$ cat config.mk
export PLATFORM = sky130hd
export DESIGN_NAME = mpu
export DESIGN_NICKNAME = d
export VERILOG_FILES = /design/src/verilog/pkg_mpu.sv /design/src/verilog/thread_mem.sv /design/src/verilog/map_man.sv /design/src/verilog/commit_track.sv /design/src/verilog/dispatch.sv /design/src/verilog/mpu.sv
export SDC_FILE = /design/constraint.sdc
export NUM_CORES = 2
export LEC_CHECK = 0
export BUFFER_PORTS_ARGS = -buffer_cell sky130_fd_sc_hd__buf_2
export CAP_MARGIN = 20
export CORE_UTILIZATION = 42
export CTS_CLUSTER_SIZE = 40
export DETAILED_ROUTE_END_ITERATION = 10
export SYNTH_ARGS = -nofsm -noshare
export SYNTH_HDL_FRONTEND = slang
export SYNTH_SLANG_ARGS = --single-unit
$ cat constraint.sdc
create_clock -name clock -period 5.9 [get_ports clock]
set_input_delay 0.885 -clock clock [delete_from_list [all_inputs] [get_ports clock]]
set_output_delay 0.885 -clock clock [all_outputs]
set_load 0.02 [all_outputs]
$ cat src/verilog/pkg_mpu.sv
/*
 * Shared sizes and types of the thread-management front end.
 * Widths follow from the sizes below; change them together.
 * Instruction store depth must be a power of two.
 */

package pkg_mpu;

	////////////////////////////////////////////////////////////////////////////
	// Sizes
	////////////////////////////////////////////////////////////////////////////

	localparam int NUM_THREADS     = 8;            // Thread-map entries
	localparam int WIDTH_THREAD_ID = 3;

	localparam int SIZE_THREAD_MEM = 64;           // Instruction store words
	localparam int WIDTH_T_ADDR    = 6;
	localparam int WIDTH_T_LEN     = 7;            // One bit wider so 64 fits

	localparam int WIDTH_INSTR     = 32;

	localparam int NUM_ISSUE       = 4;            // Outstanding issues
	localparam int WIDTH_ISSUE_NO  = 4;            // Tag wraps modulo 16
	localparam int WIDTH_ISSUE_PTR = 2;            // Index into outstanding list

	////////////////////////////////////////////////////////////////////////////
	// Vector types
	////////////////////////////////////////////////////////////////////////////

	typedef logic [WIDTH_THREAD_ID-1:0] id_t;
	typedef logic [WIDTH_T_ADDR-1:0]    t_address_t;
	typedef logic [WIDTH_T_LEN-1:0]     t_length_t;
	typedef logic [WIDTH_INSTR-1:0]     instr_t;
	typedef logic [WIDTH_ISSUE_NO-1:0]  issue_no_t;
	typedef logic [WIDTH_ISSUE_PTR-1:0] issue_ptr_t;
	typedef logic [WIDTH_ISSUE_PTR:0]   issue_cnt_t;   // Counts 0 to NUM_ISSUE

	////////////////////////////////////////////////////////////////////////////
	// Bundles
	////////////////////////////////////////////////////////////////////////////

	typedef struct packed {
		logic       valid;                         // Entry holds a stored thread
		t_address_t base;                          // First word in the store
		t_length_t  length;                        // Words in the thread
	} lookup_t;

	typedef struct packed {
		id_t       thread;
		t_length_t length;
	} st_cmd_t;

	typedef struct packed {
		logic mem_full;
		logic map_full;
		logic commit_full;
		logic busy;
	} mpu_stat_t;

	typedef enum logic [1:0] {
		IDLE,
		LOOKUP,
		STREAM
	} disp_state_t;

endpackage

$ cat src/verilog/thread_mem.sv
/*
 * Append-only instruction store. Space is never reclaimed.
 * Words on st_valid are taken only once a store has been granted.
 * Read data appears one cycle after rd_en.
 */

module thread_mem (
	input  logic                clock,
	input  logic                rst_n,
	input  logic                st_grant,
	input  logic                st_valid,
	input  pkg_mpu::instr_t     st_instr,
	output pkg_mpu::t_length_t  used_size,
	input  logic                rd_en,
	input  pkg_mpu::t_address_t rd_addr,
	output pkg_mpu::instr_t     rd_instr,
	output logic                mem_full
);

	pkg_mpu::instr_t     mem [pkg_mpu::SIZE_THREAD_MEM];
	logic                wr_open;                 // Set by the first grant
	logic                wr_en;
	pkg_mpu::t_address_t wr_addr;

	assign wr_en    = st_valid & wr_open;
	assign wr_addr  = used_size[pkg_mpu::WIDTH_T_ADDR-1:0];   // Append pointer
	assign mem_full = used_size == pkg_mpu::t_length_t'(pkg_mpu::SIZE_THREAD_MEM);

	////////////////////////////////////////////////////////////////////////////
	// Append pointer
	////////////////////////////////////////////////////////////////////////////

	always_ff @(posedge clock) begin
		if (!rst_n) begin
			used_size <= '0;
			wr_open   <= 1'b0;
		end
		else begin
			if (st_grant) begin
				wr_open <= 1'b1;
			end
			if (wr_en) begin
				used_size <= used_size + 1'b1;   // Only grows
			end
		end
	end

	////////////////////////////////////////////////////////////////////////////
	// Storage and read port
	////////////////////////////////////////////////////////////////////////////

	always_ff @(posedge clock) begin
		if (wr_en) begin
			mem[wr_addr] <= st_instr;
		end
	end

	always_ff @(posedge clock) begin
		if (rd_en) begin
			rd_instr <= mem[rd_addr];            // Registered read
		end
	end

	// Host sends exactly the granted word count, so a full store sees no data
	a_no_write_full: assert property (
		@(posedge clock) disable iff (!rst_n)
		wr_en |-> !mem_full
	) else $error("instruction word written while store is full");

endmodule

$ cat src/verilog/map_man.sv
/*
 * Thread map indexed by thread number, so an entry is either free or
 * already owned by the same thread. Re-storing replaces the entry.
 * Zero-length stores are rejected. Lookup result is one cycle late.
 */

module map_man (
	input  logic                clock,
	input  logic                rst_n,
	input  logic                st_req,
	input  pkg_mpu::st_cmd_t    st_cmd,
	input  pkg_mpu::t_length_t  used_size,
	output logic                st_grant,
	output logic                st_err,
	input  logic                lookup_req,
	input  pkg_mpu::id_t        lookup_thread,
	output pkg_mpu::lookup_t    lookup_info,
	output logic                map_full
);

	logic [pkg_mpu::NUM_THREADS-1:0] entry_valid;
	pkg_mpu::t_address_t             entry_base [pkg_mpu::NUM_THREADS];
	pkg_mpu::t_length_t              entry_len  [pkg_mpu::NUM_THREADS];

	pkg_mpu::t_length_t              free_words;
	logic                            fits;

	////////////////////////////////////////////////////////////////////////////
	// Store acceptance
	////////////////////////////////////////////////////////////////////////////

	assign free_words = pkg_mpu::t_length_t'(pkg_mpu::SIZE_THREAD_MEM) - used_size;
	assign fits       = (st_cmd.length != '0) && (st_cmd.length <= free_words);
	assign st_grant   = st_req & fits;            // Same cycle as the command

	assign map_full   = &entry_valid;

	always_ff @(posedge clock) begin
		if (!rst_n) begin
			entry_valid <= '0;
			st_err      <= 1'b0;
		end
		else begin
			st_err <= st_req & ~fits;            // Pulse one cycle later
			if (st_grant) begin
				entry_valid[st_cmd.thread] <= 1'b1;
			end
		end
	end

	// Base is the append pointer at grant time
	always_ff @(posedge clock) begin
		if (st_grant) begin
			entry_base[st_cmd.thread] <= used_size[pkg_mpu::WIDTH_T_ADDR-1:0];
			entry_len[st_cmd.thread]  <= st_cmd.length;
		end
	end

	////////////////////////////////////////////////////////////////////////////
	// Lookup
	////////////////////////////////////////////////////////////////////////////

	always_ff @(posedge clock) begin
		if (lookup_req) begin
			lookup_info.valid  <= entry_valid[lookup_thread];
			lookup_info.base   <= entry_base[lookup_thread];
			lookup_info.length <= entry_len[lookup_thread];
		end
	end

endmodule

$ cat src/verilog/commit_track.sv
/*
 * Issue number allocator and ordered list of outstanding issues.
 * Commits must arrive oldest first; any other number is refused.
 * Caller must not issue while commit_full is high.
 */

module commit_track (
	input  logic               clock,
	input  logic               rst_n,
	input  logic               issue_req,
	output pkg_mpu::issue_no_t issue_no,
	input  logic               commit_req,
	input  pkg_mpu::issue_no_t commit_no,
	output logic               commit_err,
	output logic               commit_full
);

	pkg_mpu::issue_no_t  next_no;
	pkg_mpu::issue_no_t  fifo [pkg_mpu::NUM_ISSUE];
	pkg_mpu::issue_ptr_t head;
	pkg_mpu::issue_ptr_t tail;
	pkg_mpu::issue_cnt_t count;
	logic                in_order;
	logic                retire;

	assign issue_no    = next_no;
	assign in_order    = (count != '0) && (fifo[head] == commit_no);
	assign retire      = commit_req & in_order;
	assign commit_full = count == pkg_mpu::issue_cnt_t'(pkg_mpu::NUM_ISSUE);

	////////////////////////////////////////////////////////////////////////////
	// Pointers and counters
	////////////////////////////////////////////////////////////////////////////

	always_ff @(posedge clock) begin
		if (!rst_n) begin
			next_no    <= '0;
			head       <= '0;
			tail       <= '0;
			count      <= '0;
			commit_err <= 1'b0;
		end
		else begin
			commit_err <= commit_req & ~in_order;   // Nothing retired on error
			if (issue_req) begin
				next_no <= next_no + 1'b1;          // Wraps modulo 16
				tail    <= tail + 1'b1;
			end
			if (retire) begin
				head <= head + 1'b1;
			end
			case ({issue_req, retire})
				2'b10:   count <= count + 1'b1;
				2'b01:   count <= count - 1'b1;
				default: count <= count;
			endcase
		end
	end

	always_ff @(posedge clock) begin
		if (issue_req) begin
			fifo[tail] <= next_no;
		end
	end

	// Busy from the top level blocks new runs while the list is full
	a_no_issue_full: assert property (
		@(posedge clock) disable iff (!rst_n)
		issue_req |-> !commit_full
	) else $error("issue request while outstanding list is full");

endmodule

$ cat src/verilog/dispatch.sv
/*
 * Run sequencer: looks up a thread, reads it word by word and streams
 * it out with one issue tag. Runs are refused by protocol while busy.
 * First word leaves three cycles after run_req.
 */

module dispatch (
	input  logic                clock,
	input  logic                rst_n,
	input  logic                run_req,
	input  pkg_mpu::id_t        run_thread,
	input  logic                commit_full,
	output logic                lookup_req,
	output pkg_mpu::id_t        lookup_thread,
	input  pkg_mpu::lookup_t    lookup_info,
	output logic                rd_en,
	output pkg_mpu::t_address_t rd_addr,
	input  pkg_mpu::instr_t     rd_instr,
	output logic                issue_req,
	input  pkg_mpu::issue_no_t  issue_no,
	output logic                run_err,
	output logic                out_valid,
	output pkg_mpu::instr_t     out_instr,
	output pkg_mpu::issue_no_t  out_issue_no,
	output logic                busy
);

	pkg_mpu::disp_state_t state;
	pkg_mpu::t_address_t  addr;
	pkg_mpu::t_length_t   remain;                 // Words still to read
	pkg_mpu::issue_no_t   cur_issue;
	logic                 valid_d;

	assign lookup_req    = run_req & (state == pkg_mpu::IDLE);
	assign lookup_thread = run_thread;
	assign rd_en         = state == pkg_mpu::STREAM;
	assign rd_addr       = addr;
	assign out_instr     = rd_instr;              // Read register feeds output
	assign out_issue_no  = cur_issue;
	assign issue_req     = out_valid & ~valid_d;  // First word of a run
	assign busy          = (state != pkg_mpu::IDLE) | out_valid | commit_full;

	////////////////////////////////////////////////////////////////////////////
	// FSM
	////////////////////////////////////////////////////////////////////////////

	always_ff @(posedge clock) begin
		if (!rst_n) begin
			state     <= pkg_mpu::IDLE;
			run_err   <= 1'b0;
			out_valid <= 1'b0;
			valid_d   <= 1'b0;
		end
		else begin
			run_err   <= 1'b0;
			out_valid <= rd_en;                  // Matches read latency
			valid_d   <= out_valid;
			case (state)
				pkg_mpu::IDLE: begin
					if (lookup_req) begin
						state <= pkg_mpu::LOOKUP;
					end
				end
				pkg_mpu::LOOKUP: begin
					if (lookup_info.valid) begin
						state <= pkg_mpu::STREAM;
					end
					else begin
						state   <= pkg_mpu::IDLE;
						run_err <= 1'b1;         // Thread never stored
					end
				end
				pkg_mpu::STREAM: begin
					if (remain == pkg_mpu::t_length_t'(1)) begin
						state <= pkg_mpu::IDLE;
					end
				end
				default: state <= pkg_mpu::IDLE;
			endcase
		end
	end

	// Address and word count of the running thread
	always_ff @(posedge clock) begin
		if (state == pkg_mpu::LOOKUP) begin
			addr      <= lookup_info.base;
			remain    <= lookup_info.length;
			cur_issue <= issue_no;               // Tag held for the whole run
		end
		else if (rd_en) begin
			addr   <= addr + 1'b1;
			remain <= remain - 1'b1;
		end
	end

	// Host waits for busy to fall, which also covers a full commit list
	a_no_run_busy: assert property (
		@(posedge clock) disable iff (!rst_n)
		run_req |-> !busy
	) else $error("run request while busy");

endmodule

$ cat src/verilog/mpu.sv
/*
 * Top level of the thread front end. Host side uses plain strobes,
 * compute-array side gets the tagged instruction stream and commits.
 */

module mpu (
	input  logic               clock,
	input  logic               rst_n,
	input  logic               st_req,
	input  pkg_mpu::st_cmd_t   st_cmd,
	input  logic               st_valid,
	input  pkg_mpu::instr_t    st_instr,
	output logic               st_err,
	input  logic               run_req,
	input  pkg_mpu::id_t       run_thread,
	output logic               run_err,
	output logic               out_valid,
	output pkg_mpu::instr_t    out_instr,
	output pkg_mpu::issue_no_t out_issue_no,
	input  logic               commit_req,
	input  pkg_mpu::issue_no_t commit_no,
	output logic               commit_err,
	output pkg_mpu::mpu_stat_t status
);

	logic                st_grant;
	pkg_mpu::t_length_t  used_size;
	logic                mem_full;
	logic                map_full;
	logic                lookup_req;
	pkg_mpu::id_t        lookup_thread;
	pkg_mpu::lookup_t    lookup_info;
	logic                rd_en;
	pkg_mpu::t_address_t rd_addr;
	pkg_mpu::instr_t     rd_instr;
	logic                issue_req;
	pkg_mpu::issue_no_t  issue_no;
	logic                commit_full;
	logic                busy;

	assign status.mem_full    = mem_full;
	assign status.map_full    = map_full;
	assign status.commit_full = commit_full;
	assign status.busy        = busy;

	thread_mem u_thread_mem (
		.clock(clock), .rst_n(rst_n), .st_grant(st_grant), .st_valid(st_valid),
		.st_instr(st_instr), .used_size(used_size), .rd_en(rd_en),
		.rd_addr(rd_addr), .rd_instr(rd_instr), .mem_full(mem_full)
	);

	map_man u_map_man (
		.clock(clock), .rst_n(rst_n), .st_req(st_req), .st_cmd(st_cmd),
		.used_size(used_size), .st_grant(st_grant), .st_err(st_err),
		.lookup_req(lookup_req), .lookup_thread(lookup_thread),
		.lookup_info(lookup_info), .map_full(map_full)
	);

	dispatch u_dispatch (
		.clock(clock), .rst_n(rst_n), .run_req(run_req), .run_thread(run_thread),
		.commit_full(commit_full), .lookup_req(lookup_req),
		.lookup_thread(lookup_thread), .lookup_info(lookup_info), .rd_en(rd_en),
		.rd_addr(rd_addr), .rd_instr(rd_instr), .issue_req(issue_req),
		.issue_no(issue_no), .run_err(run_err), .out_valid(out_valid),
		.out_instr(out_instr), .out_issue_no(out_issue_no), .busy(busy)
	);

	commit_track u_commit_track (
		.clock(clock), .rst_n(rst_n), .issue_req(issue_req), .issue_no(issue_no),
		.commit_req(commit_req), .commit_no(commit_no), .commit_err(commit_err),
		.commit_full(commit_full)
	);

endmodule

==> qor.csv <==
metric,value,unit
dpl.hpwl,128000,um
slew_viol_final,0,
fp-row-count,166,
fillers,16447,
fin_nets,4225,
fin_crit_sh,73.7,%
pwr_density_cell,345,nW/um2
drive_gt1_share,28.4,%
synth_warnings,0,
dieArea,209000,um2
cts_root_buf,clkbuf_16,
routedWlPerCell,31.8,um
vias,41292,
hold_path_class,in -> reg,
status,"finished, final reports clean",
drt_iter0_markers,4886,
post-route-drc-count,0,
cts_buffers,222,
path_class,reg -> reg,
track_usage,21.3,%
io_pins,99,
synth-seq-area-share,77.8,%
grt_pass1_vias,41556,
path_clk_slew,0.06,ns
synthArstFlopShare,0,%
yosys-top-cells-count,"edfxtp_1, mux4_2, mux2i_1",
syn_nets,3935,
h-tree-depth,4,
cp-end-kind,register,
die_w,457,um
place_congestion,0.791,
antenna_found_initial,15,
finalHoldViolCount,0,
ys_seq_elements,2267,
startpoint_type,register,
synth.distinct_cells,63,
period_minus_slack,4.35,ns
design_area,99000,um2
start_util,42.4,%
post_cts_buffers,0,
final_antenna_net_count,0,
cts_sinks,2267,
wl,223000,um
worstPathMaxFanout,20,
cap_violations,0,
core_area,205000,um2
grt_start_max_net_pins,104,
cp.arrival,4.81,ns
dp_cells,6587,
cts_tree,yes,
place_area,91700,um2
hold_ws,0.289,ns
multiInputGateArea,18600,um2
setup_tns,0,ns
syn_inst,3858,
die_y,457,um
clock.fmax,0.230,GHz
areaGrowthSynthToFinish,13.8,%
postSynthAreaPerCell,22.6,um2
tightestPinTransition,1.18,ns
vias_per_cell,5.89,
total_power,34.2,mW
drt_first_pass_iters,6,
synth_edf_count,2231,
yosys.area.top_type,edfxtp_1,
yosys-top-cells-area,"edfxtp_1, mux4_2, mux2i_1",
p_leak,31.0,nW
ir_drop,0.324,mV
synth.most_common_cell,edfxtp_1,
cp_data_required_time,6.36,ns
grt_pass1_wl,315000,um
slew_headroom,19.2,%
io_buffers,98,
fin_worst_skew,0.0501,ns
fin_cells,7015,
synthFlopType,edfxtp_1,
netlist.area_leader.share,77.0,%
grt_overflow,0,
clock_tree.buffer_depth,3,
clkLatencyLatePin,0.88,ns
syn_area,87000,um2
cts_resized,0,
rsz0062_at_grt,false,
setup_violations,0,
postCtsHoldBufs,0,
final-seq-area,67700,um2
[worst max-delay path, cell delays in order, from the launching register on]
cell and delay, ns:
dfxtp_1 0.75, or3_1 0.96, nor3b_1 0.21, xnor2_1 0.25, ha_1 0.27, a21oi_1 0.21, nand2_1 0.09, o21ai_0 0.15
o211a_1 0.38, and3_1 0.72
[cell usage in the layout (no fill, tap or decap), drive strengths merged, types with 28 or more instances in the layout]
cell,instances
edfxtp,2231
mux4,558
clkbuf,283
buf,278
mux2i,149
nand2,105
clkinv,98
nor2,90
a21oi,53
o21ai,47
dfxtp,36
o22ai,34
and2,28
[power breakdown]
group	internal [mW]	leakage (nW)	switching, mW	total, mW
registers	17.8	20.4	0.0506	17.8
clock network	7.34	3.32	6.05	13.4
logic	1.18	7.31	1.76	2.94
total	26.3	31.0	7.86	34.2
[logic make-up (layout without fill, tap and decap cells)]
| logic type | count (synthesis) | after routing | synth area share, % |
|---|---|---|---|
| xor gates and xnor gates | 29 | 29 | 0.292 |
| DFF | 2267 | 2267 | 77.8 |
| buffers and inverters | 232 | 696 | 1.39 |
| muxes | 727 | 727 | 16.4 |
| AOI/OAI and AO/OA | 256 | 256 | 1.99 |
| and+or+nand+nor | 325 | 325 | 1.77 |
| other | 0 | 5 | 0 |
| adders and majority gates | 22 | 22 | 0.325 |
[worst paths after layout]
path	start	to	slack (ns)	cells past startpoint
worst max-delay path	u_thread_mem.used_size[3]$_SDFFE_PN0P_	u_map_man.entry_base[1][2]$_DFFE_PP_	1.55	9
worst min-delay path	run_req	u_dispatch.state[0]$_SDFFE_PN0P_	0.29	3
worst max register to register	u_thread_mem.used_size[3]$_SDFFE_PN0P_	u_map_man.entry_base[1][2]$_DFFE_PP_	1.55	9
worst min register to register	u_map_man.entry_valid[4]$_SDFFE_PN0P_	u_map_man.entry_valid[4]$_SDFFE_PN0P_	0.50	1
[per-layer routing]
| metal | wire length, um | global-route usage [%] |
|---|---|---|
| met5 | 43 | 0 |
| met4 | 5720 | 5.93 |
| met3 | 19300 | 5.11 |
| met2 | 105000 | 33.1 |
| met1 | 92900 | 30.1 |
[metrics by stage]
stage / utilization, % / setup WS (ns)
CTS: 48.0 / 1.31
floorplan: - / 0.561
detailed placement: 44.7 / 1.33
global route: 48.3 / 1.34
global placement: 44.6 / 1.45
finish: 48.3 / 1.55
[state kept, by name, indices dropped and copies added, names as in the netlist, 2 cells and up, named ones only]
| signal | flops |
|---|---|
| u_dispatch.rd_addr | 6 |
| u_commit_track.head | 2 |
| u_commit_track.issue_no | 4 |
| u_thread_mem.mem | 2048 |
| u_thread_mem.used_size | 7 |
| u_commit_track.fifo | 16 |
| u_map_man.lookup_info | 14 |
| u_commit_track.tail | 2 |
| u_thread_mem.rd_instr | 32 |
| u_map_man.entry_len | 56 |
| u_dispatch.remain | 7 |
| u_commit_track.count | 3 |
| u_dispatch.state | 2 |
| u_map_man.entry_base | 48 |
| u_map_man.entry_valid | 8 |
| u_dispatch.out_issue_no | 4 |
[layout make-up]
type / instances / area share (%)
clock buffers: 283 / 5.84
well taps: 2688 / 3.40
flip-flops and latches: 2267 / 68.4
inverters: 19 / 0.0771
multi-input cells: 1359 / 18.8
diodes: 5 / 0.0126
repair buffers: 279 / 2.43
clock inverters: 115 / 1.06
Power figures use the tool's default switching activity.
